==> config.mk <==
export PLATFORM = sky130hd
export DESIGN_NAME = scc_cart_top
export DESIGN_NICKNAME = d
export VERILOG_FILES = /design/src/scc_pkg.sv /design/src/scc_cart_mapper.sv /design/src/scc_wave_regs.sv /design/src/scc_tone_gen.sv /design/src/scc_mixer.sv /design/src/scc_cart_top.sv
export SDC_FILE = /design/constraint.sdc
export NUM_CORES = 2
export LEC_CHECK = 0
export BUFFER_PORTS_ARGS = -buffer_cell sky130_fd_sc_hd__buf_4
export CORE_UTILIZATION = 50
export CTS_BUF_LIST = sky130_fd_sc_hd__clkbuf_4 sky130_fd_sc_hd__clkbuf_8
export DETAILED_ROUTE_END_ITERATION = 8
export PLACE_DENSITY = 0.66
export SKIP_CTS_REPAIR_TIMING = 1
export SYNTH_ARGS = -nofsm -noshare
export SYNTH_HDL_FRONTEND = slang
export SYNTH_SLANG_ARGS = --single-unit
==> constraint.sdc <==
create_clock -name clk -period 4.5 [get_ports clk]
set_input_delay 0.45 -clock clk [delete_from_list [all_inputs] [get_ports clk]]
set_output_delay 0.45 -clock clk [all_outputs]
set_load 0.02 [all_outputs]
==> src/scc_pkg.sv <==
// shared sizes and bus structs; single slot, plain wave chip only, no enhanced mode
`default_nettype none

package scc_pkg;

    localparam int num_channels = 5;
    localparam int wave_len = 32;          // samples per waveform
    localparam int wave_banks = 4;         // channel 4 reuses bank 3
    localparam int sound_width = 15;
    localparam int prod_width = 13;        // signed byte times 4-bit volume
    localparam int chan_width = $clog2(num_channels);
    localparam int phase_width = $clog2(wave_len);

    // bank registers after reset, entry i is bank i
    localparam logic [3:0][7:0] bank_reset = {8'h03, 8'h02, 8'h01, 8'h00};

    localparam logic [7:0] scc_select_bank = 8'h3F;  // bank 2 value that maps the chip

    // one CPU access toward the sound chip
    typedef struct packed {
        logic       write;
        logic [7:0] addr;                  // offset inside 9800h window
        logic [7:0] data;
    } bus_req_t;

    // item leaving the tone stage
    typedef struct packed {
        logic [chan_width-1:0]  chan;
        logic [phase_width-1:0] phase;
        logic                   valid;
        logic                   last;      // channel 4, closes the frame
    } tone_slot_t;

    // item leaving the register stage
    typedef struct packed {
        logic signed [7:0] wave;
        logic [3:0]        volume;         // zero when channel disabled
        logic              valid;
        logic              last;
    } voice_sample_t;

    // per channel setting handed to the tone stage
    typedef struct packed {
        logic [11:0] period;
        logic        enable;
    } chan_cfg_t;

endpackage

`default_nettype wire

==> src/scc_cart_mapper.sv <==
// four 8 KB banks, no RAM segments; rom_size must be a power of two in 8 KB pages
`timescale 1ns/100ps
`default_nettype none

module scc_cart_mapper (
    input  wire                    clk,
    input  wire                    reset,
    input  wire                    cs,
    input  wire                    rd,
    input  wire                    wr,
    input  wire  [15:0]            addr,
    input  wire  [7:0]             d_from_cpu,
    input  wire  [24:0]            rom_size,
    output logic [24:0]            mem_addr,
    output logic                   mem_oe,
    output logic                   scc_req,
    output scc_pkg::bus_req_t      bus_req
);

    logic [7:0] bank [4];
    logic [7:0] bank_base;
    logic [7:0] page_mask;
    logic       scc_window;

    // bank register writes
    always_ff @(posedge clk) begin
        if (reset) begin
            for (int i = 0; i < 4; i++) begin
                bank[i] <= scc_pkg::bank_reset[i];
            end
        end else if (cs && wr) begin
            case (addr[15:11])
                5'b01010: bank[0] <= d_from_cpu;  // 5000-57ffh
                5'b01110: bank[1] <= d_from_cpu;  // 7000-77ffh
                5'b10010: bank[2] <= d_from_cpu;  // 9000-97ffh
                5'b10110: bank[3] <= d_from_cpu;  // b000-b7ffh
                default: ;
            endcase
        end
    end

    // page count minus one; sizes of 2 MB and up leave all bits
    assign page_mask = rom_size[20:13] - 8'd1;

    always_comb begin
        case (addr[15:13])
            3'b010:  bank_base = bank[0];  // 4000-5fffh
            3'b011:  bank_base = bank[1];  // 6000-7fffh
            3'b100:  bank_base = bank[2];  // 8000-9fffh
            3'b101:  bank_base = bank[3];  // a000-bfffh
            default: bank_base = 8'h00;
        endcase
    end

    assign mem_addr = {4'h0, bank_base & page_mask, addr[12:0]};
    assign mem_oe = cs;

    // chip sits in 9800-98ffh only while bank 2 selects it
    assign scc_window = (bank[2] == scc_pkg::scc_select_bank) && (addr[15:8] == 8'h98);
    assign scc_req = scc_window && cs && (rd || wr);

    assign bus_req.write = wr;
    assign bus_req.addr = addr[7:0];
    assign bus_req.data = d_from_cpu;

endmodule

`default_nettype wire

==> src/scc_wave_regs.sv <==
// requester must drop scc_req after scc_ack before a new access is taken; channel 4 shares wave 3
`timescale 1ns/100ps
`default_nettype none

module scc_wave_regs (
    input  wire                      clk,
    input  wire                      reset,
    input  wire                      scc_req,
    input  wire  scc_pkg::bus_req_t  bus_req,
    output logic                     scc_ack,
    output logic [7:0]               d_to_cpu,
    output logic                     cart_oe,
    output scc_pkg::chan_cfg_t       chan_cfg [scc_pkg::num_channels],
    input  wire  scc_pkg::tone_slot_t slot_in,
    output scc_pkg::voice_sample_t   voice_out
);

    localparam int ram_depth = scc_pkg::wave_banks * scc_pkg::wave_len;

    logic [7:0]  wave_ram [ram_depth];
    logic [11:0] period [scc_pkg::num_channels];
    logic [3:0]  volume [scc_pkg::num_channels];
    logic [scc_pkg::num_channels-1:0] enable;

    logic       req_held;
    logic       req_new;
    logic       reg_write;
    logic [2:0] per_sel;
    logic [2:0] vol_sel;
    logic [7:0] cpu_rd_data;
    logic [1:0] fetch_bank;

    assign req_new = scc_req && !req_held;   // first cycle of a request
    assign reg_write = req_new && bus_req.write;

    assign per_sel = bus_req.addr[3:1];      // 80h-89h, two bytes per channel
    assign vol_sel = 3'(bus_req.addr[3:0] - 4'd10);  // 8ah-8eh

    // acknowledge and CPU read data
    always_ff @(posedge clk) begin
        if (reset) begin
            req_held <= 1'b0;
            scc_ack <= 1'b0;
            cart_oe <= 1'b0;
        end else begin
            req_held <= scc_req;
            scc_ack <= req_new;
            cart_oe <= req_new && !bus_req.write;  // drive data on reads only
        end
    end

    assign cpu_rd_data = bus_req.addr[7] ? 8'hFF : wave_ram[bus_req.addr[6:0]];

    always_ff @(posedge clk) begin
        if (req_new) begin
            d_to_cpu <= cpu_rd_data;
        end
    end

    always_ff @(posedge clk) begin
        if (reset) begin
            for (int i = 0; i < ram_depth; i++) begin
                wave_ram[i] <= 8'h00;
            end
        end else if (reg_write && !bus_req.addr[7]) begin
            wave_ram[bus_req.addr[6:0]] <= bus_req.data;
        end
    end

    // period, volume and enable registers
    always_ff @(posedge clk) begin
        if (reset) begin
            for (int i = 0; i < scc_pkg::num_channels; i++) begin
                period[i] <= 12'h000;
                volume[i] <= 4'h0;
            end
            enable <= '0;
        end else if (reg_write && bus_req.addr[7:4] == 4'h8) begin
            if (bus_req.addr[3:0] <= 4'h9) begin
                if (!bus_req.addr[0]) begin
                    period[per_sel][7:0] <= bus_req.data;
                end else begin
                    period[per_sel][11:8] <= bus_req.data[3:0];  // upper nibble
                end
            end else if (bus_req.addr[3:0] != 4'hF) begin
                volume[vol_sel] <= bus_req.data[3:0];
            end else begin
                enable <= bus_req.data[scc_pkg::num_channels-1:0];
            end
        end
    end

    always_comb begin
        for (int i = 0; i < scc_pkg::num_channels; i++) begin
            chan_cfg[i].period = period[i];
            chan_cfg[i].enable = enable[i];
        end
    end

    // fetch stage of the sound pipeline
    assign fetch_bank = (slot_in.chan == 3'(scc_pkg::num_channels - 1)) ? 2'd3 :
                        slot_in.chan[1:0];

    always_ff @(posedge clk) begin
        if (reset) begin
            voice_out <= '0;
        end else begin
            voice_out.valid <= slot_in.valid;
            voice_out.last <= slot_in.last;
            voice_out.wave <= wave_ram[{fetch_bank, slot_in.phase}];
            voice_out.volume <= enable[slot_in.chan] ? volume[slot_in.chan] : 4'h0;
        end
    end

endmodule

`default_nettype wire

==> src/scc_tone_gen.sv <==
// one channel per clk_en, so each counter steps once per five enables; disabled channels hold
`timescale 1ns/100ps
`default_nettype none

module scc_tone_gen (
    input  wire                      clk,
    input  wire                      reset,
    input  wire                      clk_en,
    input  wire  scc_pkg::chan_cfg_t chan_cfg [scc_pkg::num_channels],
    output scc_pkg::tone_slot_t      slot_out
);

    localparam logic [scc_pkg::chan_width-1:0] last_chan =
        scc_pkg::chan_width'(scc_pkg::num_channels - 1);

    logic [scc_pkg::chan_width-1:0]  chan;
    logic [11:0]                     count [scc_pkg::num_channels];
    logic [scc_pkg::phase_width-1:0] phase [scc_pkg::num_channels];
    logic                            is_last;

    assign is_last = (chan == last_chan);

    always_ff @(posedge clk) begin
        if (reset) begin
            chan <= '0;
            slot_out <= '0;
            for (int i = 0; i < scc_pkg::num_channels; i++) begin
                count[i] <= 12'h000;
                phase[i] <= '0;
            end
        end else begin
            slot_out.valid <= clk_en;   // one item per enable
            if (clk_en) begin
                slot_out.chan <= chan;
                slot_out.phase <= phase[chan];
                slot_out.last <= is_last;
                chan <= is_last ? '0 : chan + 1'b1;

                if (!chan_cfg[chan].enable) begin
                    count[chan] <= chan_cfg[chan].period;  // keep it primed
                end else if (count[chan] == 12'h000) begin
                    count[chan] <= chan_cfg[chan].period;
                    phase[chan] <= phase[chan] + 1'b1;     // wraps at 32
                end else begin
                    count[chan] <= count[chan] - 12'd1;
                end
            end
        end
    end

endmodule

`default_nettype wire

==> src/scc_mixer.sv <==
// five signed products summed per frame; the 15-bit sum cannot overflow for 8-bit waves
`timescale 1ns/100ps
`default_nettype none

module scc_mixer (
    input  wire                                  clk,
    input  wire                                  reset,
    input  wire  scc_pkg::voice_sample_t         voice_in,
    output logic signed [scc_pkg::sound_width-1:0] sound,
    output logic                                 sample_strobe
);

    logic signed [scc_pkg::prod_width-1:0]  product;
    logic signed [scc_pkg::sound_width-1:0] product_ext;
    logic signed [scc_pkg::sound_width-1:0] acc;

    // volume is unsigned, widen it before the signed multiply
    assign product = $signed(voice_in.wave) * $signed({1'b0, voice_in.volume});
    assign product_ext = {{(scc_pkg::sound_width - scc_pkg::prod_width){product[scc_pkg::prod_width-1]}},
                          product};

    always_ff @(posedge clk) begin
        if (reset) begin
            acc <= '0;
            sound <= '0;
            sample_strobe <= 1'b0;
        end else begin
            sample_strobe <= 1'b0;
            if (voice_in.valid) begin
                if (voice_in.last) begin
                    sound <= acc + product_ext;   // frame complete
                    acc <= '0;
                    sample_strobe <= 1'b1;
                end else begin
                    acc <= acc + product_ext;
                end
            end
        end
    end

endmodule

`default_nettype wire

==> src/scc_cart_top.sv <==
// single slot cartridge; sound is free running and updates three clocks after channel 4's clk_en
`timescale 1ns/100ps
`default_nettype none

module scc_cart_top (
    input  wire                                    clk,
    input  wire                                    reset,
    input  wire                                    clk_en,
    input  wire                                    cs,
    input  wire                                    rd,
    input  wire                                    wr,
    input  wire  [15:0]                            addr,
    input  wire  [7:0]                             d_from_cpu,
    output logic [7:0]                             d_to_cpu,
    output logic                                   cart_oe,
    input  wire  [24:0]                            rom_size,
    output logic [24:0]                            mem_addr,
    output logic                                   mem_oe,
    output logic signed [scc_pkg::sound_width-1:0] sound,
    output logic                                   sample_strobe
);

    logic                   scc_req;
    logic                   scc_ack;
    scc_pkg::bus_req_t      bus_req;
    scc_pkg::chan_cfg_t     chan_cfg [scc_pkg::num_channels];
    scc_pkg::tone_slot_t    tone_slot;
    scc_pkg::voice_sample_t voice;

    scc_cart_mapper u_mapper (
        .clk        (clk),
        .reset      (reset),
        .cs         (cs),
        .rd         (rd),
        .wr         (wr),
        .addr       (addr),
        .d_from_cpu (d_from_cpu),
        .rom_size   (rom_size),
        .mem_addr   (mem_addr),
        .mem_oe     (mem_oe),
        .scc_req    (scc_req),
        .bus_req    (bus_req)
    );

    scc_wave_regs u_wave_regs (
        .clk        (clk),
        .reset      (reset),
        .scc_req    (scc_req),
        .bus_req    (bus_req),
        .scc_ack    (scc_ack),
        .d_to_cpu   (d_to_cpu),
        .cart_oe    (cart_oe),
        .chan_cfg   (chan_cfg),
        .slot_in    (tone_slot),
        .voice_out  (voice)
    );

    scc_tone_gen u_tone_gen (
        .clk        (clk),
        .reset      (reset),
        .clk_en     (clk_en),
        .chan_cfg   (chan_cfg),
        .slot_out   (tone_slot)
    );

    scc_mixer u_mixer (
        .clk           (clk),
        .reset         (reset),
        .voice_in      (voice),
        .sound         (sound),
        .sample_strobe (sample_strobe)
    );

endmodule

`default_nettype wire

==> impl_metrics.yaml <==
run_status:
  status: "finished, violations left"
  violations: "max-capacitance violations, max-slew violations"
place:
  dp.cells: 6906
  portBuffers: 84
  placed_area_sq_um: 71600
  dp_hpwl_mm: 153
  gp_congestion: 0.959
cts:
  cts.reportedPaths.clkPinSlew_ps: 70
  cts-root-buf: "clkbuf_8"
  clock_sinks: 1360
  clock_path_buffers: 3
  cts_buffers: 219
  cts_tree: "built"
  clkLatencyLatePin_ps: 1000
  htreeDepth: 4
synth:
  synth_common_cells: "edfxtp_1 (1,292), nor2_1 (1,156), mux4_2 (381), clkbuf_1 (322), a22oi_1 (294)"
  synth-main-ff-cell: "edfxtp_1"
  yosysUniqueCellTypes: 87
  synth_most_common_cell: "edfxtp_1"
  synth_seq_area_share_pct: 58.4
  yosysTopAreaCell: "edfxtp_1"
  synthArstFlopShare_pct: 0
  syn_inst: 5304
  synth_warnings: 0
  synth_area_sq_um: 68700
  synth-seq-cells: 1360
  synth.avg_cell_area_sq_um: 13.0
  synth_area_leaders: "edfxtp_1 (56%), mux4_2 (12%), nor2_1 (6.3%)"
  synth-edff-count: 1292
  synth_top_area_share_pct: 56.5
power_and_ir_drop:
  seq_power_share_pct: 51.5
  comb_power_share_pct: 9.9
  total_leakage_power_nw: 26.3
  switchingPower_mw: 7.27
  internal-power_mw: 20.7
  pwr-share-clk_pct: 38.6
  power.density_nw_per_um2: 368
  switching_share_pct: 26.0
  ir_worst_vdd_uv: 312
  power.total_mw: 28.0
layout:
  areaGrowthSynthToFinish_pct: 10.6
  final_area_sq_um: 76000
  fin_cells: 7323
  finalNetCount: 5474
  drive_gt1_share_pct: 20.0
grt:
  grt_pass1_wl_mm: 344
  antenna_found_initial: 13
  grt_use_total_pct: 34.4
  grt_max_degree: 114
  grt_overflow: 0
  first_global_vias: 48800
floorplanning:
  die_w_um: 373
  die_h_um: 373
  dieArea_sq_um: 139000
  start_util_pct: 50.5
  rows: 135
  core_sq_um: 136000
  io_pins: 106
drt:
  avgRoutedWirePerCell_um: 33.3
  drtIter0Drc: 9378
  postRouteAntennaNets: 0
  viasPerCell: 6.96
  drc: 0
  drt_wl_total_mm: 244
  dr.pass1.iters: 8
  vias: 51000
worst_setup_path:
  critPathLaunchType: "flop"
  slowest_stage: "fa_1"
  cp_data_arrival_time_ps: 5170
  cp-end-kind: "flop"
  path_class: "flop to flop"
  cp_num_buf_inv: 4
  path_cells: "nand2_1 -> fa_1 -> inv_1 -> fa_1 -> inv_1 -> fa_1 -> inv_1 -> ha_1 -> and3_1 -> a2111oi_0 -> buf_4 -> o21bai_1 -> a221oi_1 -> xnor2_1 -> nand3b_1 -> a21oi_1"
  critical_path.max_fanout: 8
  crit_family: "adder cells"
  crit_required_ps: 5410
  max_stage_delay_ps: 530
sta:
  post-route-period-util_pct: 94.6
  grt_setup_unrepaired: "no"
  min_period_ps: 4260
  finalSetupViolations: 0
  setup_tns_ps: 0
  slew_viol_final: 7
  fin_skew_ps: 71.4
  hold_violations: 0
  maxSlewHeadroom_pct: -3.39
  fmax_ghz: 0.235
  tightest_slew_ps: 1550
hold_path:
  hp-class: "input pin to flop"
run:
  cap_violations: 1
tightest hold or removal path: stages:
cell and delay, ps:
buf_4 80, nor4b_1 50, nand4_1 120, or2_2 180, nor2_1 50
metal layers:
metal  part of all wire [%]  track usage (%)
met5                  0.079            0.559
met4                    6.6             20.2
met3                     15             10.1
met2                     44             50.8
met1                     35             45.2
cells by family after synthesis:
family          synth area share, %
compound gates                 9.38
xor+xnor                      0.382
fa+ha+maj                      1.59
buf+inv                        3.49
flops                          58.4
mux                            15.0
other cells                 0.00546
simple gates                   11.7
power groups by stage:
| stage | Sequential, mW | Clock [mW] | Combinational (mW) |
|---|---|---|---|
| 5_1_grt | 14.4 | 11.3 | 2.80 |
| 4_1_cts | 14.4 | 10.8 | 2.66 |
| 6_report | 14.4 | 10.8 | 2.76 |
| 2_1_floorplan | 14.5 | 0 | 1.68 |
| 3_5_place_dp | 14.7 | 0 | 2.66 |
| 3_3_place_gp | 14.7 | 0 | 2.64 |
cell usage in the layout, fill, tap and decap left out, types with 11 or more instances in the layout:
master	instances
buf_4	237
edfxtp_1	1292
o21ai_0	24
nand4_1	52
a22o_1	59
o221ai_1	11
a31oi_1	45
nand2_1	268
clkinv_1	66
mux4_2	381
mux2_2	30
nor3_1	85
inv_1	97
ha_1	36
clkbuf_8	229
o211ai_1	18
xor2_1	12
clkinv_2	22
a21oi_1	93
nor2b_1	19
a211oi_1	14
nor4_1	31
and2_1	92
buf_12	32
fa_1	32
nand3_1	38
dfxtp_1	61
xnor2_1	18
conb_1	31
o22ai_1	14
mux2i_1	97
nor2_1	1148
and3_1	34
a21o_1	134
a22oi_1	294
or2_2	21
a221oi_1	85
nand2b_1	29
clkbuf_4	76
state kept, by name (all words and copies together) (netlist names), named ones only:
register / cells
u_wave_regs.wave_ram: 1024
u_tone_gen.count: 96
u_wave_regs.period: 60
u_tone_gen.phase: 40
u_mapper.bank: 32
u_wave_regs.volume: 32
u_mixer.acc: 15
u_mixer.sound: 15
u_wave_regs.voice_out: 14
u_tone_gen.slot_out: 10
u_wave_regs.d_to_cpu: 8
u_wave_regs.enable: 5
u_tone_gen.chan: 3
u_mixer.sample_strobe: 1
u_wave_regs.cart_oe: 1
u_wave_regs.req_held: 1
worst paths after layout:
check | startpoint | endpoint | slack [ps] | depth (start not counted)
setup reg to reg | u_wave_regs.voice_out[3]$_SDFF_PP0_ | u_mixer.acc[14]$_SDFFE_PP0P_ | 240 | 16
setup / recovery | u_wave_regs.voice_out[3]$_SDFF_PP0_ | u_mixer.acc[14]$_SDFFE_PP0P_ | 240 | 16
hold reg to reg | u_mixer.sound[2]$_SDFFE_PP0P_ | u_mixer.sound[2]$_SDFFE_PP0P_ | 460 | 2
hold / removal | addr[10] | u_wave_regs.req_held$_SDFF_PP0_ | 6 | 5
final cells by class:
| cell class | instances | area, sq um |
|---|---|---|
| inverters | 99 | 372 |
| fillers | 11100 | 60000 |
| clock buffers | 305 | 3720 |
| clock inverters | 102 | 618 |
| multi-input cells | 3396 | 26400 |
| repair buffers | 275 | 2480 |
| flip-flops and latches | 1360 | 40200 |
| well taps | 1781 | 2230 |
| diodes | 5 | 12.5 |
stage by stage:
stage / worst slack [ps] / hold slack (ps) / utilization, %
floorplan: 454 / 414 / -
global placement: 182 / 445 / 52.7
detailed placement: 230 / 452 / 52.7
CTS: 238 / -326 / 55.9
global route: 28.3 / 7.55 / 55.9
finish: 241 / 5.75 / 55.9
(Power assumes the default switching activity.)
